### config.mk
export PLATFORM = sky130hd
export DESIGN_NAME = alu
export DESIGN_NICKNAME = d
export VERILOG_FILES = /design/src/hw/exe_pkg.sv /design/src/hw/alu.sv
export SDC_FILE = /design/constraint.sdc
export NUM_CORES = 1
export LEC_CHECK = 0
export BUFFER_PORTS_ARGS = -buffer_cell sky130_fd_sc_hd__buf_4
export CELL_PAD_IN_SITES_DETAIL_PLACEMENT = 1
export CELL_PAD_IN_SITES_GLOBAL_PLACEMENT = 1
export CORE_MARGIN = 4
export CORE_UTILIZATION = 48
export DETAILED_ROUTE_END_ITERATION = 10
export GPL_ROUTABILITY_DRIVEN = 0
export PLACE_DENSITY = 0.95
export RECOVER_POWER = 25
export SYNTH_ARGS = -nofsm -noshare
export SYNTH_HDL_FRONTEND = slang
export SYNTH_SLANG_ARGS = --single-unit
### constraint.sdc
create_clock -name vclk -period 7.65
set_clock_uncertainty 0.15 [all_clocks]
set_input_delay 0.765 -clock vclk [all_inputs]
set_output_delay 0.765 -clock vclk [all_outputs]
set_load 0.03 [all_outputs]
### src/hw/exe_pkg.sv
package exe_pkg;

    typedef logic [31:0] word_t;      // data word or word address
    typedef logic [4:0]  reg_addr_t;
    typedef logic [2:0]  kind_t;
    typedef logic [3:0]  func_t;
    typedef logic [33:0] pp_t;        // 17x17 signed product

    localparam kind_t KIND_NONE  = 3'd0;
    localparam kind_t KIND_ALU   = 3'd1;
    localparam kind_t KIND_BR    = 3'd2;
    localparam kind_t KIND_MUL   = 3'd3;
    localparam kind_t KIND_LOAD  = 3'd4;
    localparam kind_t KIND_STORE = 3'd5;

    localparam func_t ALU_ADD  = 4'd0;
    localparam func_t ALU_SUB  = 4'd1;
    localparam func_t ALU_AND  = 4'd2;
    localparam func_t ALU_OR   = 4'd3;
    localparam func_t ALU_XOR  = 4'd4;
    localparam func_t ALU_SLL  = 4'd5;
    localparam func_t ALU_SRL  = 4'd6;
    localparam func_t ALU_SRA  = 4'd7;
    localparam func_t ALU_SLT  = 4'd8;
    localparam func_t ALU_SLTU = 4'd9;

    // branch conditions
    localparam func_t BR_JIRL = 4'd3;
    localparam func_t BR_B    = 4'd4;
    localparam func_t BR_BL   = 4'd5;
    localparam func_t BR_BEQ  = 4'd6;
    localparam func_t BR_BNE  = 4'd7;
    localparam func_t BR_BLT  = 4'd8;
    localparam func_t BR_BGE  = 4'd9;
    localparam func_t BR_BLTU = 4'd10;
    localparam func_t BR_BGEU = 4'd11;

    localparam func_t MUL_LO  = 4'd0;
    localparam func_t MUL_HI  = 4'd1;
    localparam func_t MUL_HIU = 4'd2;  // unsigned high word

endpackage

### src/hw/alu.sv
`timescale 1ns/1ns

module alu (
    input  exe_pkg::func_t op,
    input  exe_pkg::word_t a,
    input  exe_pkg::word_t b,
    output exe_pkg::word_t result
);
    import exe_pkg::*;

    logic [4:0] shamt;

    assign shamt = b[4:0];

    always_comb begin
        case (op)
            ALU_ADD:  result = a + b;
            ALU_SUB:  result = a - b;
            ALU_AND:  result = a & b;
            ALU_OR:   result = a | b;
            ALU_XOR:  result = a ^ b;
            ALU_SLL:  result = a << shamt;
            ALU_SRL:  result = a >> shamt;
            ALU_SRA:  result = word_t'($signed(a) >>> shamt);
            ALU_SLT:  result = {31'd0, $signed(a) < $signed(b)};
            ALU_SLTU: result = {31'd0, a < b};
            default:  result = '0;
        endcase
    end

endmodule

==> results.md <==
* Crit. End Element: primary output
* Max IR drop VDD at ~0.000043 V
* Vias in the first global route at 10800
* Antenna Nets Post-Route at 0
* Critical-path cell list: buf_4 > clkbuf_1 > o21ai_0 > a21oi_1 > a21oi_1 > o21ai_0 > o21ai_0 > a221oi_1 > o311ai_0 > buf_4
* RSZ-0062 raised after global routing: false
* Seq cells at 0
* Share of layout cells above drive strength 1 at 12.8%
* Worst-Margin Slew at 1.99 ns
* Synth Instances at about 1200
* Setup TNS at 0 ns
* Via density at between 7 and 8
* Critical-path top delay cell: clkbuf_1
* GRT Total Usage at 38.3%
* Seq. cell area at 0 um2
* Gr ovfl total at 0
* Max Cap Viol at 1
* Synth top area cells: ha_1 15%, mux4_2 9.2%, o21ai_0 6.5%
* Failing checks: max-capacitance violations, max-slew violations
* Critical Path RT at 6.73 ns
* Post-DP HPWL at 30900 um
* Final Max Tran Viols at 39
* DP Area at 8960 um2
* Port Buffers at 100
* Initial antenna violation count at 0
* Area leader, netlist: ha_1
* Status: finished, violations left
* Clkbuf count at 0
* ANT cells at 0
* Setup-failing EPs final at 0
* PD cells at 84.5 nW/um2
* Count of cell types in the netlist at 75
* Critical Path Most Common Cell: o21ai_0
* Core Util, Final at 53.4%
* Pre-antenna DRT Iters at 6
* Largest fanout on the critical path at 49
* Hold-fix buffers, CTS at 0
* Syn nets at 1399
* Final hold violation count at 0
* Highest Clock Rate at 154 MHz
* Worst rel slew slack at -32.8%
* CP arrival at about 5.6 ns
* Starting DRT DRC Count at 1648
* Hold Slack at 1.94 ns
* Sequential area share after synthesis at 0%
* Fin nets at 1411
* DRC viols at 0
* Ys Warns at 0
* Tcrit/Tclk final at 85.1%
* Largest net degree at the start of global routing at 80
* Area Growth Syn to Fin at 8.04%
* Count leader, synth: nor2_1
* Global-route wire length before repair at just over 60000 um
* Most frequent cells after synthesis: 129 x nor2_1, 109 x nand2_1, 107 x o21ai_0
* IO Count at 100
* Routed WL at 39500 um
* DIE WIDTH at 139 um
* Initial Utilization at 49.4%
* Cts repair resizes at 0
* Final Cell Area at 8950 um2
* Via count at between 10000 and 15000
* Mean area per synthesized cell at between 6 and 7 um2
* Final total power at 756 uW
* Worst path max stage delay at 1.48 ns
* Post-CTS Setup Inserts at 0
* Die Ht at 139 um
* WS Path Type: primary input to primary output
* Mapped cell area at 8280 um2
* CORE AREA at 16800 um2
* Area of the die at 19400 um2
* Leakage at slightly below 0.004 uW
* Worst hold path type: primary input to primary output
* Std-Cell Rows at 47
* Worst setup SP type: primary input
* Min cycle time layout at 6.51 ns
* Synth top area share at between 10 and 15%
* WL/cell at 27.1 um
[stage by stage]
step	setup slack [ns]	std cells
after global routing	0.883	1461
after CTS	1.71	1461
after global placement	1.98	1461
after floorplan	2.30	1231
after detailed placement	1.75	1461
final	1.14	1461
[metal layers]
layer / routed length (um) / track usage, % / vias up / share of wire, %
li1: - / - / 4594 / -
met5: 0 / 0 / - / 0
met2: 17100 / 60.5 / 951 / 43
met4: 2530 / 17.0 / 0 / 6.4
met3: 5300 / 9.30 / 244 / 13
met1: 14600 / 49.6 / 5200 / 37
[cell usage in the layout (no fill, tap or decap), types with 21 or more instances in the layout]
| cell type | count |
|---|---|
| nor2_1 | 129 |
| nand2_1 | 109 |
| o21ai_0 | 107 |
| buf_4 | 102 |
| a21oi_1 | 98 |
| ha_1 | 98 |
| inv_1 | 92 |
| mux2i_1 | 53 |
| nor3_1 | 37 |
| mux4_2 | 34 |
| o211ai_1 | 27 |
| a211oi_1 | 22 |
| nand3_1 | 21 |
[area by class of cell]
cell class | count | area (um2)
fill | 2253 | 7810
multi-input combinational | 1038 | 7530
tap | 220 | 275
timing repair buffer | 107 | 785
inverter | 96 | 360
[where the power goes]
group          total (uW)  internal [uW]  switching (uW)
Combinational         756            261             495
Sequential              0              0               0
Clock                   0              0               0
[cell families (layout without fill, tap and decap cells)]
family	after synthesis	count (layout)	share of synthesized area, %
compound gates	447	447	35.9
fa+ha+maj	100	100	15.3
xor+xnor	20	20	2.12
buf+inv	193	203	9.23
mux	94	94	16.6
simple gates	377	377	20.9
[worst max-delay path, delay by kind of cell]
family | cells | cell delay (ns)
buf+inv | 3 | 2.22
compound gates | 7 | 2.55
[worst paths after layout]
check	slack [ns]	depth (start not counted)	to	startpoint
min	1.94	5	result[0]	op[2]
max	1.14	10	result[8]	b[0]
Note: power is estimated with default switching activity, not from simulation.
