## config.mk

```make
export PLATFORM = sky130hd
export DESIGN_NAME = operand_forward
export DESIGN_NICKNAME = d
export VERILOG_FILES = /design/src/hw/exe_pkg.sv /design/src/hw/operand_forward.sv
export SDC_FILE = /design/constraint.sdc
export NUM_CORES = 1
export LEC_CHECK = 0
export CELL_PAD_IN_SITES_DETAIL_PLACEMENT = 0
export CELL_PAD_IN_SITES_GLOBAL_PLACEMENT = 1
export CORE_AREA = 4 4 82 84
export DETAILED_ROUTE_END_ITERATION = 7
export DIE_AREA = 0 0 86 88
export DONT_BUFFER_PORTS = 1
export GPL_ROUTABILITY_DRIVEN = 1
export GPL_TIMING_DRIVEN = 0
export PLACE_DENSITY = 0.7
export SLEW_MARGIN = 30
export SYNTH_ARGS = -nofsm -noshare
export SYNTH_HDL_FRONTEND = slang
export SYNTH_SLANG_ARGS = --single-unit
```

## constraint.sdc

```tcl
create_clock -name vclk -period 1.7
set_input_delay 0.085 -clock vclk [all_inputs]
set_output_delay 0.085 -clock vclk [all_outputs]
set_load 0.1 [all_outputs]
```

## src/hw/exe_pkg.sv

```systemverilog
package exe_pkg;

    typedef logic [31:0] word_t;      // data word or word address
    typedef logic [4:0]  reg_addr_t;
    typedef logic [2:0]  kind_t;
    typedef logic [3:0]  func_t;
    typedef logic [33:0] pp_t;        // 17x17 signed product

    localparam kind_t KIND_NONE  = 3'd0;
    localparam kind_t KIND_ALU   = 3'd1;
    localparam kind_t KIND_BR    = 3'd2;
    localparam kind_t KIND_MUL   = 3'd3;
    localparam kind_t KIND_LOAD  = 3'd4;
    localparam kind_t KIND_STORE = 3'd5;

    localparam func_t ALU_ADD  = 4'd0;
    localparam func_t ALU_SUB  = 4'd1;
    localparam func_t ALU_AND  = 4'd2;
    localparam func_t ALU_OR   = 4'd3;
    localparam func_t ALU_XOR  = 4'd4;
    localparam func_t ALU_SLL  = 4'd5;
    localparam func_t ALU_SRL  = 4'd6;
    localparam func_t ALU_SRA  = 4'd7;
    localparam func_t ALU_SLT  = 4'd8;
    localparam func_t ALU_SLTU = 4'd9;

    // branch conditions
    localparam func_t BR_JIRL = 4'd3;
    localparam func_t BR_B    = 4'd4;
    localparam func_t BR_BL   = 4'd5;
    localparam func_t BR_BEQ  = 4'd6;
    localparam func_t BR_BNE  = 4'd7;
    localparam func_t BR_BLT  = 4'd8;
    localparam func_t BR_BGE  = 4'd9;
    localparam func_t BR_BLTU = 4'd10;
    localparam func_t BR_BGEU = 4'd11;

    localparam func_t MUL_LO  = 4'd0;
    localparam func_t MUL_HI  = 4'd1;
    localparam func_t MUL_HIU = 4'd2;  // unsigned high word

endpackage

```

## src/hw/operand_forward.sv

```systemverilog
`timescale 1ns/1ns

module operand_forward (
    input  exe_pkg::reg_addr_t src,
    input  exe_pkg::word_t     rf_data,
    input  logic               mid0_en,
    input  logic               mid1_en,
    input  exe_pkg::reg_addr_t mid0_rd,
    input  exe_pkg::reg_addr_t mid1_rd,
    input  exe_pkg::word_t     mid0_data,
    input  exe_pkg::word_t     mid1_data,
    input  logic               out0_en,
    input  logic               out1_en,
    input  exe_pkg::reg_addr_t out0_rd,
    input  exe_pkg::reg_addr_t out1_rd,
    input  exe_pkg::word_t     out0_data,
    input  exe_pkg::word_t     out1_data,
    output exe_pkg::word_t     value
);

    // youngest producer first, lane 1 is younger within a pair
    always_comb begin
        if (src == '0)
            value = '0;
        else if (mid1_en && mid1_rd == src)
            value = mid1_data;
        else if (mid0_en && mid0_rd == src)
            value = mid0_data;
        else if (out1_en && out1_rd == src)
            value = out1_data;
        else if (out0_en && out0_rd == src)
            value = out0_data;
        else
            value = rf_data;
    end

endmodule

```

==> out/metrics.cfg <==
[run_status]
status=finished with violations
violations=negative setup slack

[floorplan]
die_x_um=86
start_util=0.268
chipHeight_um=88
die_area_um2=7570
row_count=28
boundaryPins=221
fp.coreArea_um2=5920

[synthesis]
ys.warnings.count=0
synth_top_area_frac=0.177
yosysSeqAreaShare=0
synthTopCellsByArea=a32oi_1 18%, a211oi_1 15%, o21a_1 15%
avgSynthCellArea_um2=6.86
synth_nets=420
synth_top_cell_by_area=a32oi_1
yosysUniqueCellTypes=19
synth_cells=231
syn_area_um2=1580

[critical_path]
endpoint_kind=primary output
cp-start-kind=primary input
path_max_fanout=7
crit_arrival_ps=1870
cp_data_required_time_ps=1620
path_class=in2out

[global_routing]
grt_pass1_vias=2450
grt_usage=0.212
grt-ovfl-total=0
antenna_found_initial=0
grt_max_degree=11
grt_pass1_wl_um=12900

[sta]
setup_viol_count_final=32
layout_min_cycle_time_ps=1960
max_freq_ghz=0.511
final_hold_viol_count=0
timing.final.max_slew_violations=0
post-route-period-util=1.15
slew_headroom=0.644
rsz0062_at_grt=yes
tightest_slew_ps=534
layout_setup_ws_ps=-257

[drt]
firstDrtPassIters=4
via_per_inst=6.53
routed_wl_um=9540
drc_errors=0
wl_per_cell_um=27.7
drt_iter0_markers=38
ant_nets=0
vias=2246

[power_and_ir_drop]
p_int_w=0.000608
p_seq_frac=0
cellPowerDensity_nw_per_um2=425
vdd_drop_max_mv=0.410
p_clk_frac=0
switchingPower_w=0.000964
swShare=0.613
p_comb_frac=1.000
p_leak_nw=1.10

[placed_design]
place_congestion=0.734
port_buffers=0
hpwl_um=6970
place_area_um2=2770

[flow_run]
maxCapViolCount=0

[cells_and_area]
area_delta_synth_final_pct=134
drive_gt1_frac=0.569
finalInstanceArea_um2=3700
utilization=0.626
num_antenna_cells=0
nFlopsAndLatches=0
fin_nets=460
regArea_um2=0
nClkBuffers=0
n_fill_cell=465

[worst_hold_path]
hp-class=in2out

-- placed cells by master (no fill, tap or decap), drive strengths merged --
cell,instances
a211oi,32
a32oi,32
and2,2
buf,59
clkbuf,13
nand2,4
nand4,3
nor2,35
nor3,1
nor4,1
o21a,32
o21ai,1
o21ba,1
o31ai,32
or4,1
xnor2,16
xor2,4
-- cell families (layout without fill, tap and decap cells) --
kind of cell | count (synthesis) | after routing | synth area share
buffers and inverters | 34 | 72 | 0.118
AND/OR/NAND/NOR | 47 | 47 | 0.128
XOR/XNOR | 20 | 20 | 0.111
AO/OA/AOI/OAI | 130 | 130 | 0.644
-- what timing repair did --
| item | CTS | global route |
|---|---|---|
| resized for setup | 91 | 57 |
| setup endpoints to repair | 32 | 32 |
| pin swaps | 11 | 9 |
| hold buffers | 0 | 0 |
| setup buffers | 4 | 1 |
| gates cloned | 1 | 1 |
-- power groups by stage --
stage	Clock, W	Combinational, W	Sequential [W]
3_3_place_gp	0	0.00108	0
3_5_place_dp	0	0.00139	0
2_1_floorplan	0	0.00102	0
6_report	0	0.00157	0
5_1_grt	0	0.00162	0
4_1_cts	0	0.00152	0
-- layer usage --
layer  part of all wire  track usage  up-vias
met5                  0            0        -
met4              0.015       0.0273        0
met3              0.094       0.0546       10
met2               0.55        0.424      153
met1               0.34        0.227     1062
li1                   -            -     1021
-- metrics by stage --
| step | power [W] | instances | setup slack (ps) | setup TNS, ps | hold slack [ps] |
|---|---|---|---|---|---|
| 3_3_place_gp | 0.00108 | 306 | -791 | -22740 | 498 |
| 4_1_cts | 0.00152 | 343 | -253 | -7260 | 443 |
| 2_1_floorplan | 0.00102 | 231 | -334 | -10380 | 490 |
| 5_1_grt | 0.00162 | 344 | -305 | -7890 | 444 |
| 6_report | 0.00157 | 344 | -257 | -6920 | 442 |
| 3_5_place_dp | 0.00139 | 338 | -562 | -15970 | 497 |
-- cells in the mapped netlist (all sizes together), types with 2 or more instances --
master	n
clkbuf	13
o21a	32
buf	21
nor2	35
o31ai	32
a32oi	32
xor2	4
a211oi	32
and2	2
xnor2	16
nand2	4
nand4	3
-- critical path: stages --
cell	delay (ps)
buf_12	110
or4_4	540
nor2_4	150
o21ba_4	240
buf_12	170
a32oi_4	240
o31ai_4	130
clkbuf_16	220
-- area by class of cell --
cell class / count / area [um2] / area share
well taps: 75 / 93.8 / 0.0253
multi-input cells: 197 / 2510 / 0.677
repair buffers: 39 / 772 / 0.208
plain buffers: 33 / 332 / 0.0895
-- worst paths after layout --
kind,start,end,slack (ps),cells after the start
worst max-delay path,src[2],value[6],-260,8
worst min-delay path,mid1_data[10],value[10],440,3
No activity file was read; power rests on OpenSTA's default activity.
