## src/hw/exe_pkg.sv

```systemverilog
package exe_pkg;

    typedef logic [31:0] word_t;      // data word or word address
    typedef logic [4:0]  reg_addr_t;
    typedef logic [2:0]  kind_t;
    typedef logic [3:0]  func_t;
    typedef logic [33:0] pp_t;        // 17x17 signed product

    localparam kind_t KIND_NONE  = 3'd0;
    localparam kind_t KIND_ALU   = 3'd1;
    localparam kind_t KIND_BR    = 3'd2;
    localparam kind_t KIND_MUL   = 3'd3;
    localparam kind_t KIND_LOAD  = 3'd4;
    localparam kind_t KIND_STORE = 3'd5;

    localparam func_t ALU_ADD  = 4'd0;
    localparam func_t ALU_SUB  = 4'd1;
    localparam func_t ALU_AND  = 4'd2;
    localparam func_t ALU_OR   = 4'd3;
    localparam func_t ALU_XOR  = 4'd4;
    localparam func_t ALU_SLL  = 4'd5;
    localparam func_t ALU_SRL  = 4'd6;
    localparam func_t ALU_SRA  = 4'd7;
    localparam func_t ALU_SLT  = 4'd8;
    localparam func_t ALU_SLTU = 4'd9;

    // branch conditions
    localparam func_t BR_JIRL = 4'd3;
    localparam func_t BR_B    = 4'd4;
    localparam func_t BR_BL   = 4'd5;
    localparam func_t BR_BEQ  = 4'd6;
    localparam func_t BR_BNE  = 4'd7;
    localparam func_t BR_BLT  = 4'd8;
    localparam func_t BR_BGE  = 4'd9;
    localparam func_t BR_BLTU = 4'd10;
    localparam func_t BR_BGEU = 4'd11;

    localparam func_t MUL_LO  = 4'd0;
    localparam func_t MUL_HI  = 4'd1;
    localparam func_t MUL_HIU = 4'd2;  // unsigned high word

endpackage

```

## src/hw/branch_unit.sv

```systemverilog
`timescale 1ns/1ns

module branch_unit (
    input  exe_pkg::func_t func,
    input  exe_pkg::word_t pc,
    input  exe_pkg::word_t imm,
    input  exe_pkg::word_t src0,
    input  exe_pkg::word_t src1,
    output logic           taken,
    output exe_pkg::word_t target,
    output exe_pkg::word_t link
);
    import exe_pkg::*;

    logic eq;
    logic lt_s;
    logic lt_u;

    assign eq   = src0 == src1;
    assign lt_s = $signed(src0) < $signed(src1);
    assign lt_u = src0 < src1;

    always_comb begin
        case (func)
            BR_JIRL, BR_B, BR_BL: taken = 1'b1;  // unconditional
            BR_BEQ:  taken = eq;
            BR_BNE:  taken = !eq;
            BR_BLT:  taken = lt_s;
            BR_BGE:  taken = !lt_s;
            BR_BLTU: taken = lt_u;
            BR_BGEU: taken = !lt_u;
            default: taken = 1'b0;
        endcase
    end

    // jirl is register relative, the rest pc relative
    assign target = (func == BR_JIRL ? src0 : pc) + imm;
    assign link   = pc + 32'd4;

endmodule

```

## config.mk

```make
export PLATFORM = sky130hd
export DESIGN_NAME = branch_unit
export DESIGN_NICKNAME = d
export VERILOG_FILES = /design/src/hw/exe_pkg.sv /design/src/hw/branch_unit.sv
export SDC_FILE = /design/constraint.sdc
export NUM_CORES = 1
export LEC_CHECK = 0
export ABC_AREA = 1
export ABC_CLOCK_PERIOD_IN_PS = 3200
export BUFFER_PORTS_ARGS = -buffer_cell sky130_fd_sc_hd__buf_2
export CELL_PAD_IN_SITES_DETAIL_PLACEMENT = 0
export CELL_PAD_IN_SITES_GLOBAL_PLACEMENT = 1
export CORE_ASPECT_RATIO = 1.75
export CORE_MARGIN = 2
export CORE_UTILIZATION = 30
export DETAILED_ROUTE_END_ITERATION = 7
export PLACE_DENSITY = 0.9
export SLEW_MARGIN = 40
export SYNTH_ARGS = -nofsm -noshare
export SYNTH_HDL_FRONTEND = slang
export SYNTH_SLANG_ARGS = --single-unit
```

## constraint.sdc

```tcl
create_clock -name vclk -period 3.2
set_input_delay 0.16 -clock vclk [all_inputs]
set_output_delay 0.16 -clock vclk [all_outputs]
set_load 0.01 [all_outputs]
```

==> run_results.csv <==
group,metric,value,unit
die,die-area,13700,sq um
timing,period_share,94.6,%
timing,hold_violations,0,
yosys,yosysTopAreaCell,"ha_1",
worst_setup_path,max_stage_delay,0.45,ns
placed_design,gp_congestion,0.935,
worst_setup_path,crit_chain,"buf_2 > nand2_1 > or3_4 > buf_4 > mux2_1 > ha_1 > inv_1 > o21ai_0 > a21oi_1 > o21ai_0 > a21oi_1 > nand2_1 > xor2_1 > buf_2",
grt,grt_use_total,20.6,%
power_and_ir_drop,pwr-share-clk,0,%
placed_design,portBuffers,197,
final_layout,drive_gt1_share,29.1,%
worst_setup_path,critical_path_buf_inv_count,4,
clock_tree,hold_buffers,0,
yosys,synth_common_cells,"nand2_1, inv_1, nor2_1",
timing,maxSlewViolCount,0,
route,ant_nets,0,
timing,fmax,330,MHz
final_layout,areaGrowthSynthToFinish,37.9,%
grt,grt_pass1_wl,22700,um
final_layout,final_cell_area,5280,sq um
power_and_ir_drop,p_seq_share,0,%
placed_design,placed_area,5250,sq um
route,routedWlPerCell,13.8,um
final_layout,seq_cells,0,
worst_setup_path,crit_type,"in -> out",
grt,grt_overflow_total,0,
die,fp.dieH,153,um
die,rows,54,
yosys,syn_area,3830,sq um
timing,fin_tns_setup,0,ns
timing,setup_violations,0,
route,drt_iter0_drc,184,
die,core_area,12500,sq um
job,drv_cap,0,
timing,worst_slack,0.173,ns
worst_setup_path,critPathMaxFanout,22,
worst_setup_path,end_kind,"output port",
grt,grt_pass1_vias,4994,
power_and_ir_drop,power,994,uW
route,drt_wl_total,14700,um
route,drc,0,
timing,period_minus_slack,3.03,ns
yosys,synthCells,677,
worst_setup_path,critPathTopFamily,"simple AND/OR/NAND/NOR gates",
power_and_ir_drop,p_leak,0.00310,uW
power_and_ir_drop,internal_power,424,uW
yosys,ys.warnings.count,0,
route,vias,5063,
final_layout,stdcell_count,1069,
timing,tightest_slew,0.352,ns
placed_design,dp_slack,-0.0915,ns
yosys,synth.avg_cell_area,5.66,sq um
clock_tree,cts_setup_buffers,0,
worst_setup_path,crit_path_start_kind,"input pin",
final_layout,regArea,0,sq um
grt,grt_max_degree,23,
power_and_ir_drop,ir_worst_vdd,0.0000733,V
timing,max_slew_margin,76.5,%
yosys,ys_types,34,
worst_hold_path,hp-class,"in -> out",
yosys,yosys.area.top_type_share,20.9,%
yosys,synth_nets,874,
yosys,yosysMostFrequentCell,"nand2_1",
worst_setup_path,cp_slowest_cell,"or3_4",
die,fp.dieW,89.4,um
final_layout,clock_buffers,0,
power_and_ir_drop,p_sw_share,57.3,%
yosys,ys_seq_area_share,0,%
route,viasPerCell,4.74,
power_and_ir_drop,p_switching,570,uW
placed_design,dp_cells,1069,
grt,antenna_found_initial,0,
die,io_pins,197,
power_and_ir_drop,combPwrFrac,100.0,%
final_layout,nets,1100,
die,initial_utilization,30.6,%
final_layout,antenna_cells,0,
timing,grt_setup_unrepaired,"no",
placed_design,dpl.hpwl,13500,um
worst_setup_path,cp_data_required_time,3.04,ns
yosys,synthTopCellsByArea,"ha_1, nand2_1, inv_1, a21oi_1, xor2_1",
route,drt_first_pass_iters,5,
power_and_ir_drop,powerDensity,188,nW/um^2
run_status,status,"finished clean",
worst_setup_path,arrival,2.87,ns
final timing paths:
kind | cells past startpoint | slack (ns) | startpoint | endpoint
worst max-delay path | 14 | 0.17 | func[1] | target[29]
worst min-delay path | 2 | 0.53 | pc[0] | link[0]
power groups by stage:
| stage | sequential, uW | combinational, uW | clock, uW |
|---|---|---|---|
| 2_1_floorplan | 0 | 557 | 0 |
| 3_3_place_gp | 0 | 979 | 0 |
| 3_5_place_dp | 0 | 981 | 0 |
| 4_1_cts | 0 | 987 | 0 |
| 5_1_grt | 0 | 1110 | 0 |
| 6_report | 0 | 994 | 0 |
timing repair:
item,in CTS,in global routing
gates cloned,0,0
gates resized for setup,1,12
endpoints found under the setup margin,13,13
layout by cell type, fill, tap and decap left out, types with 12 or more instances in the layout:
cell / synthesis / routed
a21oi_1: 74 / 69
buf_2: 3 / 197
buf_4: 3 / 35
ha_1: 64 / 64
inv_1: 118 / 118
nand2_1: 152 / 152
nand3_1: 27 / 27
nor2_1: 80 / 80
nor3_1: 12 / 12
o21ai_0: 22 / 20
xor2_1: 41 / 41
metal layers:
metal  GRT usage, %  part of all wire (%)
met5              0                     0
met4           5.54                   3.7
met3          0.810                   3.9
met2           39.8                    53
met1           23.5                    39
logic make-up after synthesis:
kind of cell	Yosys count	synth area share (%)
mux	9	2.65
simple gates	297	33.1
fa+ha+maj	65	21.4
buf+inv	127	12.8
xor+xnor	51	11.7
compound gates	128	18.3
through the flow:
stage	hold WS, ns	utilization [%]
after floorplan	0.371	-
after global placement	0.531	42.0
after detailed placement	0.530	42.0
after CTS	0.530	42.0
after global routing	0.541	42.3
final	0.530	42.3
layout make-up:
type	instances	area, sq um
multi-input cells	550	3380
repair buffers	232	1250
well taps	168	210
inverters	119	447
fillers	1450	7220
Note: power is estimated with default switching activity, not from simulation.
