[src/hw/exe_pkg.sv]
package exe_pkg;

    typedef logic [31:0] word_t;      // data word or word address
    typedef logic [4:0]  reg_addr_t;
    typedef logic [2:0]  kind_t;
    typedef logic [3:0]  func_t;
    typedef logic [33:0] pp_t;        // 17x17 signed product

    localparam kind_t KIND_NONE  = 3'd0;
    localparam kind_t KIND_ALU   = 3'd1;
    localparam kind_t KIND_BR    = 3'd2;
    localparam kind_t KIND_MUL   = 3'd3;
    localparam kind_t KIND_LOAD  = 3'd4;
    localparam kind_t KIND_STORE = 3'd5;

    localparam func_t ALU_ADD  = 4'd0;
    localparam func_t ALU_SUB  = 4'd1;
    localparam func_t ALU_AND  = 4'd2;
    localparam func_t ALU_OR   = 4'd3;
    localparam func_t ALU_XOR  = 4'd4;
    localparam func_t ALU_SLL  = 4'd5;
    localparam func_t ALU_SRL  = 4'd6;
    localparam func_t ALU_SRA  = 4'd7;
    localparam func_t ALU_SLT  = 4'd8;
    localparam func_t ALU_SLTU = 4'd9;

    // branch conditions
    localparam func_t BR_JIRL = 4'd3;
    localparam func_t BR_B    = 4'd4;
    localparam func_t BR_BL   = 4'd5;
    localparam func_t BR_BEQ  = 4'd6;
    localparam func_t BR_BNE  = 4'd7;
    localparam func_t BR_BLT  = 4'd8;
    localparam func_t BR_BGE  = 4'd9;
    localparam func_t BR_BLTU = 4'd10;
    localparam func_t BR_BGEU = 4'd11;

    localparam func_t MUL_LO  = 4'd0;
    localparam func_t MUL_HI  = 4'd1;
    localparam func_t MUL_HIU = 4'd2;  // unsigned high word

endpackage

[src/hw/mul_unit.sv]
`timescale 1ns/1ns

module mul_unit (
    input  logic           clk,
    input  logic           rst,
    input  logic           advance,
    input  exe_pkg::func_t func,
    input  exe_pkg::word_t a,
    input  exe_pkg::word_t b,
    output exe_pkg::word_t product
);
    import exe_pkg::*;

    logic               sgn;
    logic [16:0]        a_hi, a_lo;
    logic [16:0]        b_hi, b_lo;
    pp_t                pp_d [4];
    pp_t                pp_q [4];
    func_t              func_q;
    logic signed [63:0] sum;

    // upper halves carry the sign, lower halves are always positive
    assign sgn  = func != MUL_HIU;
    assign a_hi = {sgn & a[31], a[31:16]};
    assign a_lo = {1'b0, a[15:0]};
    assign b_hi = {sgn & b[31], b[31:16]};
    assign b_lo = {1'b0, b[15:0]};

    assign pp_d[0] = 34'($signed(a_lo)) * 34'($signed(b_lo));
    assign pp_d[1] = 34'($signed(a_hi)) * 34'($signed(b_lo));
    assign pp_d[2] = 34'($signed(a_lo)) * 34'($signed(b_hi));
    assign pp_d[3] = 34'($signed(a_hi)) * 34'($signed(b_hi));

    always_ff @(posedge clk) begin
        if (rst)
            func_q <= MUL_LO;
        else if (advance)
            func_q <= func;
    end

    always_ff @(posedge clk) begin
        if (advance)
            pp_q <= pp_d;
    end

    assign sum = 64'($signed(pp_q[0]))
               + (64'($signed(pp_q[1])) << 16)
               + (64'($signed(pp_q[2])) << 16)
               + (64'($signed(pp_q[3])) << 32);

    assign product = (func_q == MUL_HI || func_q == MUL_HIU) ? sum[63:32] : sum[31:0];

endmodule

[config.mk]
export PLATFORM = sky130hd
export DESIGN_NAME = mul_unit
export DESIGN_NICKNAME = d
export VERILOG_FILES = /design/src/hw/exe_pkg.sv /design/src/hw/mul_unit.sv
export SDC_FILE = /design/constraint.sdc
export NUM_CORES = 2
export LEC_CHECK = 0
export ABC_AREA = 1
export ABC_CLOCK_PERIOD_IN_PS = 10050
export BUFFER_PORTS_ARGS = -buffer_cell sky130_fd_sc_hd__buf_2
export CORE_MARGIN = 3
export CORE_UTILIZATION = 30
export DETAILED_ROUTE_END_ITERATION = 12
export PLACE_DENSITY = 0.49
export SETUP_SLACK_MARGIN = 0.2
export SYNTH_ARGS = -nofsm -noshare
export SYNTH_HDL_FRONTEND = slang
export SYNTH_SLANG_ARGS = --single-unit
export TNS_END_PERCENT = 30
[constraint.sdc]
create_clock -name clk -period 10.05 [get_ports clk]
set_input_delay 2.01 -clock clk [delete_from_list [all_inputs] [get_ports clk]]
set_output_delay 2.01 -clock clk [all_outputs]
set_load 0.05 [all_outputs]
==> flow_summary_export.csv <==
group,metric,value,unit
cts,cts_resized,0,
synth,netlist_area,50600,um^2
routing,via_count,40200,
cts,clk_path_buf_depth,2,
global_route,grtUsageTotal,18.8,%
die,fp.coreArea,167000,um^2
die,die_x,417,um
routing,avgRoutedWirePerCell,18.3,um
routing,drc_errors,0,
critical_path,worst_ep_arrival_time,8.89,ns
synth,synth_top_family_by_area,"adder cells",
global_route,antenna_found_initial,13,
routing,drt_first_pass_iters,5,
final_layout,area_growth_syn_to_layout,6.71,%
cts,clockRootBuffer,"clkbuf_16",
global_route,grt_max_degree,82,
die,rows,150,
routing,initialDrtViolationCount,2489,
global_route,grt-ovfl-total,0,
placed_design,dp_hpwl,135000,um
synth,synth.area.mux_share,0,%
routing,antenna_left,0,
sta,rsz0062_at_grt,"false",
placed_design,place_congestion,0.911,
final_layout,fillers,18000,
synth,synth.avg_cell_area,7.65,um^2
sta,maxSlewHeadroom,28.6,%
synth,yosysTopAreaCell,"fa_1",
critical_path,worst-setup-path-type,"input pin to flop",
synth,synth_warnings,0,
sta,min_period,8.64,ns
global_route,grt_pass1_wl,252000,um
cts,post_cts_buffers,0,
synth,synthesis.nets,8137,
cts,clk_pin_slew,0.07,ns
synth,netlist_instances,6607,
min_path,hp-class,"flop to flop",
sta,drv_slew,0,
final_layout,nNetsFinal,8060,
sta,worstMarginPinSlew,1.07,ns
synth,netlist.area_leader.share,40.1,%
final_layout,drive_above_1_share,3.97,%
critical_path,reg2reg_from,"func_q[1]",
critical_path,cp_max_fo,11,
placed_design,portBuffers,102,
critical_path,required,10.29,ns
sta,min_period_over_period,86.0,%
min_path,min_from,"func_q[0]",
die,io_pins,103,
final_layout,final_cell_mix,"inv_1 (1893), nand2_1 (1831), fa_1 (1012), ha_1 (447), nor2_1 (230)",
min_path,hold_depth,2,
global_route,grt_pass1_vias,43200,
critical_path,start_kind,"input pin",
sta,tns,0,ns
die,initial_core_util,30.2,%
cts,htreeDepth,4,
critical_path,r2r_slack,9.35,ns
run_status,status,"finished, final reports clean",
die,die-height,417,um
sta,fin_skew,0,ns
min_path,holdPathEnd,"func_q[0]",
cts,clock_latency,0.48,ns
synth,synthSimpleGateAreaFrac,18.9,%
synth,synth_xor_area_share,2.10,%
cts,clock_sinks,136,
routing,vias_per_cell,4.60,
cts,cts_inserted_buffers,17,
synth,seq_area_frac_synth,8.00,%
synth,ys_types,45,
synth,synth-compound-area-share,3.80,%
synth,ys_seq_elements,136,
routing,totalWireLength,160000,um
critical_path,reg2reg_depth,2,
sta,clock.fmax,116,MHz
sta,finalSetupViolations,0,
cts,cts_hold_buf,0,
cts,tritoncts,"built",
flow_run,cap_violations,0,
critical_path,timing.rr.end,"func_q[1]",
sta,timing.final.hold_violations,0,
critical_path,cp-end-kind,"flop",
final_layout,final_common_cell,"inv_1",
synth,ys_top_cells_by_area,"fa_1 (40%), inv_1 (14%), nand2_1 (14%)",
die,dieArea,173000,um^2
synth,synth_adder_area_share,51.1,%
==> cells in the mapped netlist (all sizes together) <==
master  number
a211oi       2
a21boi       7
a21o        21
a21oi      198
a31oi        3
and2         2
and3         1
buf          7
clkbuf     239
clkinv       4
dfxtp        4
edfxtp     132
fa        1012
ha         447
inv       1911
nand2     1837
nand2b       1
nand3      174
nand3b      10
nand4       47
nor2       247
nor3        31
nor4         4
o211ai       6
o21a         5
o21ai       90
o21bai      16
o311ai       1
or2         27
xnor2       40
xor2        81
==> sequential cells by signal, summed over array words and instances (netlist names) <==
name / flops
func_q: 4
pp_q: 132
==> routing by layer <==
metal  wire [um]  global-route usage [%]  up-vias
li1            -                       -    18900
met1       73000                    25.6    20200
met2       74600                    31.5      918
met3        8750                    2.91      190
met4        3710                    4.70       14
met5         105                       0        -
==> cell families (layout without fill, tap and decap cells) <==
family	Yosys count	count (layout)
AOI/OAI and AO/OA	349	349
DFF	136	136
adders and majority gates	1459	1459
buffers and inverters	2161	2097
other	0	4
xor gates and xnor gates	121	121
and+or+nand+nor	2381	2381
==> critical path, cell delays in order <==
cell and delay (ns):
buf_2 0.11, nor2_1 0.16, buf_4 0.23, nand2_1 0.30, nand2_1 0.15, clkinv_1 0.38
nand2_1 0.25, inv_1 0.11, fa_1 0.60, inv_1 0.15, fa_1 0.89, inv_1 0.16
fa_1 0.48, fa_1 0.57, fa_1 0.42, fa_1 0.45, ha_1 0.43, nand2_1 0.15
nor2_1 0.20, nand2_1 0.09, nor4_1 0.27, nand2_1 0.13, nand4_1 0.10, nand2_1 0.06
==> per-stage QoR <==
| stage | area (um^2) | setup slack (ns) | hold WS, ns | instances | utilization [%] |
|---|---|---|---|---|---|
| final | 53900 | 1.41 | 0.483 | 8751 | 32.3 |
| after detailed placement | 53300 | 0.916 | 0.472 | 8715 | 31.9 |
| after CTS | 53900 | 1.44 | 0.485 | 8747 | 32.3 |
| after floorplan | 50600 | 2.53 | 0.447 | 6607 | - |
| after global routing | 53900 | 0.976 | 0.500 | 8749 | 32.3 |
| after global placement | 53300 | 0.925 | 0.471 | 8715 | 31.9 |
==> worst max-delay path by stage <==
stage	start	endpoint	slack, ns	cells past startpoint
6_report	func[0]	pp_q[30]	1.41	24
5_1_grt	func[1]	pp_q[30]	0.98	25
4_1_cts	func[3]	pp_q[91]	1.44	24
3_5_place_dp	func[3]	pp_q[91]	0.92	24
3_3_place_gp	func[3]	pp_q[91]	0.93	24
2_1_floorplan	func[1]	pp_q[30]	2.53	22
==> cell type report <==
| type | instances | area [um^2] | share of cell area, % |
|---|---|---|---|
| antenna | 4 | 10.0 | 0.0186 |
| clock buffer | 17 | 425 | 0.789 |
| clock inverter | 15 | 229 | 0.424 |
| inverter | 1915 | 7190 | 13.3 |
| multi-input combinational | 4310 | 38400 | 71.2 |
| sequential | 136 | 4040 | 7.50 |
| tap | 2204 | 2760 | 5.11 |
| timing repair buffer | 150 | 902 | 1.67 |
Power is left out: the tool's default activity adds up to more than one toggle a clock period on the data nets, which glitch-free logic cannot reach.
