### src/hw/exe_pkg.sv
package exe_pkg;

    typedef logic [31:0] word_t;      // data word or word address
    typedef logic [4:0]  reg_addr_t;
    typedef logic [2:0]  kind_t;
    typedef logic [3:0]  func_t;
    typedef logic [33:0] pp_t;        // 17x17 signed product

    localparam kind_t KIND_NONE  = 3'd0;
    localparam kind_t KIND_ALU   = 3'd1;
    localparam kind_t KIND_BR    = 3'd2;
    localparam kind_t KIND_MUL   = 3'd3;
    localparam kind_t KIND_LOAD  = 3'd4;
    localparam kind_t KIND_STORE = 3'd5;

    localparam func_t ALU_ADD  = 4'd0;
    localparam func_t ALU_SUB  = 4'd1;
    localparam func_t ALU_AND  = 4'd2;
    localparam func_t ALU_OR   = 4'd3;
    localparam func_t ALU_XOR  = 4'd4;
    localparam func_t ALU_SLL  = 4'd5;
    localparam func_t ALU_SRL  = 4'd6;
    localparam func_t ALU_SRA  = 4'd7;
    localparam func_t ALU_SLT  = 4'd8;
    localparam func_t ALU_SLTU = 4'd9;

    // branch conditions
    localparam func_t BR_JIRL = 4'd3;
    localparam func_t BR_B    = 4'd4;
    localparam func_t BR_BL   = 4'd5;
    localparam func_t BR_BEQ  = 4'd6;
    localparam func_t BR_BNE  = 4'd7;
    localparam func_t BR_BLT  = 4'd8;
    localparam func_t BR_BGE  = 4'd9;
    localparam func_t BR_BLTU = 4'd10;
    localparam func_t BR_BGEU = 4'd11;

    localparam func_t MUL_LO  = 4'd0;
    localparam func_t MUL_HI  = 4'd1;
    localparam func_t MUL_HIU = 4'd2;  // unsigned high word

endpackage

### src/hw/mem_access.sv
`timescale 1ns/1ns

module mem_access (
    input  logic               clk,
    input  logic               rst,
    input  logic               start,
    input  logic               we,
    input  exe_pkg::word_t     base,
    input  exe_pkg::word_t     imm,
    input  exe_pkg::word_t     wdata,
    input  exe_pkg::reg_addr_t rd,
    input  logic               mem_ack,
    input  exe_pkg::word_t     mem_rdata,
    output logic               mem_req,
    output logic               mem_we,
    output logic               wait_cache,
    output logic               done_en,
    output exe_pkg::reg_addr_t done_rd,
    output exe_pkg::word_t     done_data,
    output exe_pkg::word_t     mem_addr,
    output exe_pkg::word_t     mem_wdata
);

    // a new request may follow straight after the ack
    always_ff @(posedge clk) begin
        if (rst) begin
            mem_req <= 1'b0;
            mem_we  <= 1'b0;
        end else if (start) begin
            mem_req <= 1'b1;
            mem_we  <= we;
        end else if (mem_ack) begin
            mem_req <= 1'b0;
        end
    end

    always_ff @(posedge clk) begin
        if (start) begin
            mem_addr  <= base + imm;
            mem_wdata <= wdata;
            done_rd   <= rd;
        end
    end

    assign wait_cache = mem_req && !mem_ack;
    assign done_en    = mem_req && mem_ack && !mem_we;  // stores write nothing back
    assign done_data  = done_en ? mem_rdata : '0;       // zero so it can be or-merged

endmodule

### config.mk
export PLATFORM = sky130hd
export DESIGN_NAME = mem_access
export DESIGN_NICKNAME = d
export VERILOG_FILES = /design/src/hw/exe_pkg.sv /design/src/hw/mem_access.sv
export SDC_FILE = /design/constraint.sdc
export NUM_CORES = 1
export LEC_CHECK = 0
export BUFFER_PORTS_ARGS = -buffer_cell sky130_fd_sc_hd__clkbuf_2
export CAP_MARGIN = 10
export CORE_ASPECT_RATIO = 1.25
export CORE_MARGIN = 2
export CORE_UTILIZATION = 35
export DETAILED_ROUTE_END_ITERATION = 10
export HOLD_SLACK_MARGIN = 0.03
export PLACE_DENSITY = 0.76
export SLEW_MARGIN = 25
export SYNTH_ARGS = -nofsm -noshare
export SYNTH_HDL_FRONTEND = slang
export SYNTH_SLANG_ARGS = --single-unit
### constraint.sdc
create_clock -name clk -period 3.65 [get_ports clk]
set_clock_uncertainty 0.1 [all_clocks]
set_input_delay 0.365 -clock clk [delete_from_list [all_inputs] [get_ports clk]]
set_output_delay 0.365 -clock clk [all_outputs]
set_load 0.02 [all_outputs]
==> results of run 1 <==
-- critical path, cell delays in order --
cell      delay, ns
clkbuf_2       0.08
ha_1           0.22
fa_1           0.41
a21o_1         0.22
a221oi_2       0.37
o211ai_2       0.22
a31o_1         0.30
a31oi_1        0.24
o21ai_0        0.14
xor2_1         0.15
-- worst max path at each step --
stage,to,slack (ns)
floorplan,mem_addr[18],0.89
global placement,mem_addr[18],0.64
detailed placement,mem_addr[18],0.59
CTS,mem_addr[18],0.94
global route,mem_addr[18],0.80
finish,mem_addr[18],0.90
-- cell usage after synthesis (2+ instances only) --
library cell	number	area share (%)
a211oi_1	2	0.37
nor3_1	3	0.37
a32oi_1	2	0.43
and3_1	5	0.77
nand4_1	7	1.1
o31ai_1	2	0.37
a21oi_1	25	3.1
a31o_1	2	0.43
o41ai_1	2	0.43
ha_1	31	9.6
edfxtp_1	69	51
a311oi_2	2	0.74
o21a_1	3	0.55
xnor2_1	18	3.9
a31o_2	2	0.43
buf_2	3	0.37
and2_1	34	5.2
xor2_1	12	2.6
o21bai_1	3	0.55
a21o_1	13	2.4
o21ai_0	10	1.2
dfxtp_1	2	0.99
inv_1	8	0.74
and4_1	2	0.43
nand3_1	5	0.62
clkbuf_1	9	0.83
a31oi_1	3	0.46
nor2_1	24	2.2
nand2_1	18	1.7
o21ai_1	2	0.25
nor2b_1	3	0.46
-- power groups by stage --
stage / Sequential, uW / Combinational [uW] / Clock [uW]
4_1_cts: 1050 / 689 / 854
3_3_place_gp: 1060 / 678 / 0
3_5_place_dp: 1060 / 687 / 0
5_1_grt: 1060 / 741 / 890
6_report: 1050 / 682 / 835
2_1_floorplan: 1180 / 291 / 0
-- state kept, by name (all words and copies together) (netlist names) --
signal and count:
done_rd 5, mem_addr 32, mem_req 1, mem_wdata 32, mem_we 1
-- cell families (layout without fill, tap and decap cells) --
logic type               count (synthesis)  after routing
multiplexers                             1              1
XOR/XNOR                                30             30
AO/OA/AOI/OAI                           89             89
buffers and inverters                   21            268
AND/OR/NAND/NOR                        103            103
flip-flops                              71             71
adder cells (fa/ha/maj)                 32             32
-- layer usage --
metal / vias to the layer above / global-route usage, % / part of all wire, %
met5: - / 0 / 0
met4: 0 / 8.06 / 2.4
met3: 22 / 2.36 / 5.4
met2: 130 / 33.3 / 52
met1: 1718 / 23.2 / 40
li1: 1787 / - / -
-- cell type report --
type,count,area [um2]
clock buffer,9,225
clock inverter,7,63.8
fill,1082,5750
inverter,8,30.0
multi-input combinational,255,1860
sequential,71,2110
tap,138,173
timing repair buffer,244,1240
-- through the flow --
| step | util (%) | instances | hold WS (ns) | worst slack [ns] |
|---|---|---|---|---|
| after global routing | 49.8 | 732 | 0.0996 | 0.796 |
| after global placement | 47.3 | 716 | 0.426 | 0.636 |
| after CTS | 49.8 | 732 | 0.102 | 0.939 |
| final | 49.8 | 732 | 0.112 | 0.900 |
| after floorplan | - | 347 | 0.337 | 0.892 |
| after detailed placement | 47.3 | 716 | 0.444 | 0.590 |
==> flow_metrics.tcl, run 1 <==
set metrics [dict create \
    pwr-share-clk_pct 32.6 \
    reg2reg_depth 3 \
    pin_count 243 \
    path_max_fanout 4 \
    critPathCaptureType "flip-flop" \
    maxSlewViolCount 0 \
    fin_crit_sh_pct 75.3 \
    yosys_warnings 0 \
    p_sw_share_pct 29.6 \
    drt_iter0_drc 99 \
    leakage_uw 0.00275 \
    fmaxAchievable_mhz 364 \
    routabilityCongestion 0.891 \
    synthMuxAreaShare_pct 0.247 \
    path_class "input pin to flip-flop" \
    holdBufCountCts 0 \
    clockRootBuffer "clkbuf_16" \
    synthesis.nets 517 \
    synth_area_um2 4060 \
    antenna_left 0 \
    hold_path.class "input pin to flip-flop" \
    finalSetupViolations 0 \
    clk_latency_ns 0.32 \
    ir_worst_vdd_uv 190 \
    p_total_uw 2560 \
    postRouteWirelength_um 11800 \
    grt-ovfl-total 0 \
    finalHoldViolations 0 \
    numClockSinks 71 \
    cts.htree.levels 3 \
    final_common_cell "clkbuf_2" \
    synth_edf_count 69 \
    diodes 0 \
    cts_buffer_depth 2 \
    die_h_um 124 \
    cts_buffers 9 \
    final_nets 759 \
    p_comb_share_pct 26.6 \
    grt_start_max_net_pins 37 \
    post_drt_via_cell_ratio 5.00 \
    vias 3657 \
    core_area_um2 11500 \
    cts_tree "done" \
    place_area_um2 5410 \
    holdPathStages 1 \
    min_period_ns 2.75 \
    r2r_setup_slack_ns 2.78 \
    grt_pass1_wl_um 18700 \
    antenna_found_initial 0 \
    floorplan.initialDensity_pct 35.5 \
    die_area_um2 12500 \
    worstPathArrival_ns 2.71 \
    async_reset_ff_share_pct 0 \
    min_to "done_rd[3]" \
    slew_headroom_pct 47.5 \
    p_int_uw 1810 \
    startpoint_type "input pin" \
    grt_usage_pct 19.0 \
    num_rows 44 \
    clk_pin_slew_ns 0.06 \
    synth_fa_ha_area_share_pct 10.0 \
    r2r-end "mem_req" \
    drc 0 \
    worst_pin_slew_ns 0.787 \
    syn_to_final_growth_pct 40.4 \
    design_area_um2 5700 \
    synth_cells 347 \
    seq_area_frac_synth_pct 52.0 \
    seqPwrFrac_pct 40.8 \
    cap_violations 0 \
    status "complete, no violations" \
    grt_pass1_vias 3705 \
    port_buffers 242 \
    r2r-start "mem_req" \
    synth_compound_area_share_pct 15.6 \
    p_sw_uw 758 \
    cts-resized-gates 0 \
    die_w_um 100 \
    synth.distinct_cells 52 \
    worstSetupStartpoint "base[0]" \
    rsz0062_at_grt "false" \
    drive_gt1_share_pct 44.9 \
    synth_xor_area_share_pct 6.47 \
    required_ns 3.61 \
    holdCritStartpoint "rd[3]" \
    ys_ff_latch 71 \
    final_cell_mix "241 x clkbuf_2, 69 x edfxtp_1, 34 x and2_1" \
    drt_pass1_iterations 4 \
    synth_top_family_by_area "compound AO/OA/AOI/OAI gates" \
    synth-main-ff-cell "edfxtp_1" \
    wire_per_inst_um 16.1 \
    power_per_cell_area_nw_per_um2 450 \
    finalSetupTns_ns 0 \
    syn_area_per_cell_um2 11.7 \
    post-cts-setup-buffer-count 0 \
    dp.final_hpwl_um 10100 \
    synthSimpleGateAreaFrac_pct 13.4 \
]
(Power assumes the default switching activity.)
==> inputs of run 2 (changes only) <==
--- a/config.mk
+++ b/config.mk
@@ -12,7 +12,7 @@
 export CORE_UTILIZATION = 35
 export DETAILED_ROUTE_END_ITERATION = 10
 export HOLD_SLACK_MARGIN = 0.03
-export PLACE_DENSITY = 0.76
+export PLACE_DENSITY = 0.78
 export SLEW_MARGIN = 25
 export SYNTH_ARGS = -nofsm -noshare
 export SYNTH_HDL_FRONTEND = slang
==> constraint.sdc (replaced) <==
create_clock -name clk -period 2.25 [get_ports clk]
set_clock_uncertainty 0.1 [all_clocks]
set_input_delay 0.225 -clock clk [delete_from_list [all_inputs] [get_ports clk]]
set_output_delay 0.225 -clock clk [all_outputs]
set_load 0.02 [all_outputs]
==> flow_metrics.tcl, run 2 (synthesized netlist as in run 1, its figures left out) <==
set metrics [dict create \
    drt_pass1_iterations 4 \
    violations "negative setup slack" \
    cts_tree "done" \
    fmaxAchievable_mhz 426 \
    critPathCaptureType "flip-flop" \
    final_common_cell "clkbuf_2" \
    pin_count 243 \
    place_area_um2 5880 \
    cts_buffers 9 \
    core_area_um2 11500 \
    finalSetupViolations 4 \
    power_per_cell_area_nw_per_um2 677 \
    die_h_um 124 \
    slew_headroom_pct 73.1 \
    r2r_setup_slack_ns 1.40 \
    status "complete, but fails checks" \
    leakage_uw 0.00323 \
    path_max_fanout 4 \
    floorplan.initialDensity_pct 35.5 \
    cts.htree.levels 3 \
    drt_iter0_drc 204 \
    place_ws_ns -0.491 \
    vias 4102 \
    clockRootBuffer "clkbuf_16" \
    path_class "input pin to flip-flop" \
    syn_to_final_growth_pct 63.3 \
    finalHoldViolations 0 \
    cts_buffer_depth 2 \
    grt_start_max_net_pins 72 \
    grt-ovfl-total 0 \
    final_nets 861 \
    die_area_um2 12500 \
    routabilityCongestion 0.934 \
    hold_path.class "input pin to flip-flop" \
    dp.final_hpwl_um 10700 \
    die_w_um 100 \
    port_buffers 242 \
    antenna_left 0 \
    finalSetupTns_ns -0.297 \
    ir_worst_vdd_uv 371 \
    diodes 0 \
    worstPathArrival_ns 2.44 \
    startpoint_type "input pin" \
    fin_ws_ns -0.0987 \
    clk_pin_slew_ns 0.05 \
    holdPathStages 3 \
    design_area_um2 6630 \
    cap_violations 0 \
    numClockSinks 71 \
    final_core_util_pct 57.9 \
    final_cell_mix "239 x clkbuf_2, 69 x edfxtp_1, 65 x buf_4" \
    reg_top3 "mem_addr x32, mem_wdata x32, done_rd x5" \
    fin_crit_sh_pct 104 \
    reg2reg_depth 3 \
    grt_pass1_wl_um 20500 \
    wire_per_inst_um 16.1 \
    min_period_ns 2.35 \
    worst_pin_slew_ns 0.393 \
    antenna_found_initial 0 \
    clk_latency_ns 0.32 \
    required_ns 2.35 \
    postRouteWirelength_um 13500 \
    drc 0 \
    num_rows 44 \
    grt_usage_pct 21.2 \
    post_drt_via_cell_ratio 4.92 \
    maxSlewViolCount 0 \
    grt_pass1_vias 4090 \
    rsz0062_at_grt "true" \
    drive_gt1_share_pct 48.1 \
]
-- run 2: changes by cell type in the layout (fill, tap and decap cells not counted), sizes merged --
cell,previous run,this run
clkinv,5,3
bufinv,1,2
dlygate4sd3,0,38
buf,3,69
clkinvlp,1,0
-- run 2: final timing paths --
check / startpoint / to
hold reg to reg: mem_we / mem_we
hold / removal: we / mem_we
setup reg to reg: mem_req / mem_req
setup / recovery: base[0] / mem_addr[26]
-- run 2: cell type report --
cell class / count / area (um2)
Clock buffer: 11 / 233
Clock inverter: 5 / 72.6
Timing Repair Buffer: 346 / 2110
Inverter: 8 / 30.0
Sequential cell: 71 / 2110
Tap cell: 138 / 173
Fill cell: 975 / 4820
Multi-Input combinational cell: 255 / 1900
-- run 2: stage by stage --
stage                     std cells  power [uW]  hold WS (ns)
final                           834        4490        0.0716
after global routing            834        4690        0.0671
after CTS                       833        4500        0.0625
after detailed placement        776        2970         0.304
after global placement          776        2950         0.302
after floorplan                 347        2390         0.197
-- run 2: layer usage --
| metal | global-route usage (%) | wire length, um | up-vias | share of wire (%) |
|---|---|---|---|---|
| met4 | 8.30 | 317 | 0 | 2.4 |
| met1 | 26.5 | 5640 | 1935 | 42 |
| met5 | 0 | 0 | - | 0 |
| li1 | - | - | 1993 | - |
| met2 | 36.4 | 6810 | 152 | 51 |
| met3 | 3.31 | 696 | 22 | 5.2 |
-- run 2: critical path, cell delays in order --
cell and delay (ns):
buf_6 0.10, ha_4 0.16, fa_2 0.36, a21o_1 0.19, a221oi_2 0.30, o211ai_2 0.19, a311oi_2 0.36, nor2_1 0.10
buf_4 0.15, a32oi_1 0.16, o31a_1 0.16
-- run 2: report_power, final --
| part | internal [uW] | switching, uW |
|---|---|---|
| clock network | 961 | 496 |
| logic | 599 | 734 |
| registers | 1650 | 51.3 |
| total | 3210 | 1280 |
-- run 2: what timing repair did --
item / CTS / global route
endpoints found under the hold margin: 39 / 0
cloned: 0 / 0
gates resized for setup: 1 / 10
hold buffers: 38 / 0
endpoints found under the setup margin: 6 / 12
pin swaps: 10 / 10
setup buffers: 3 / 1
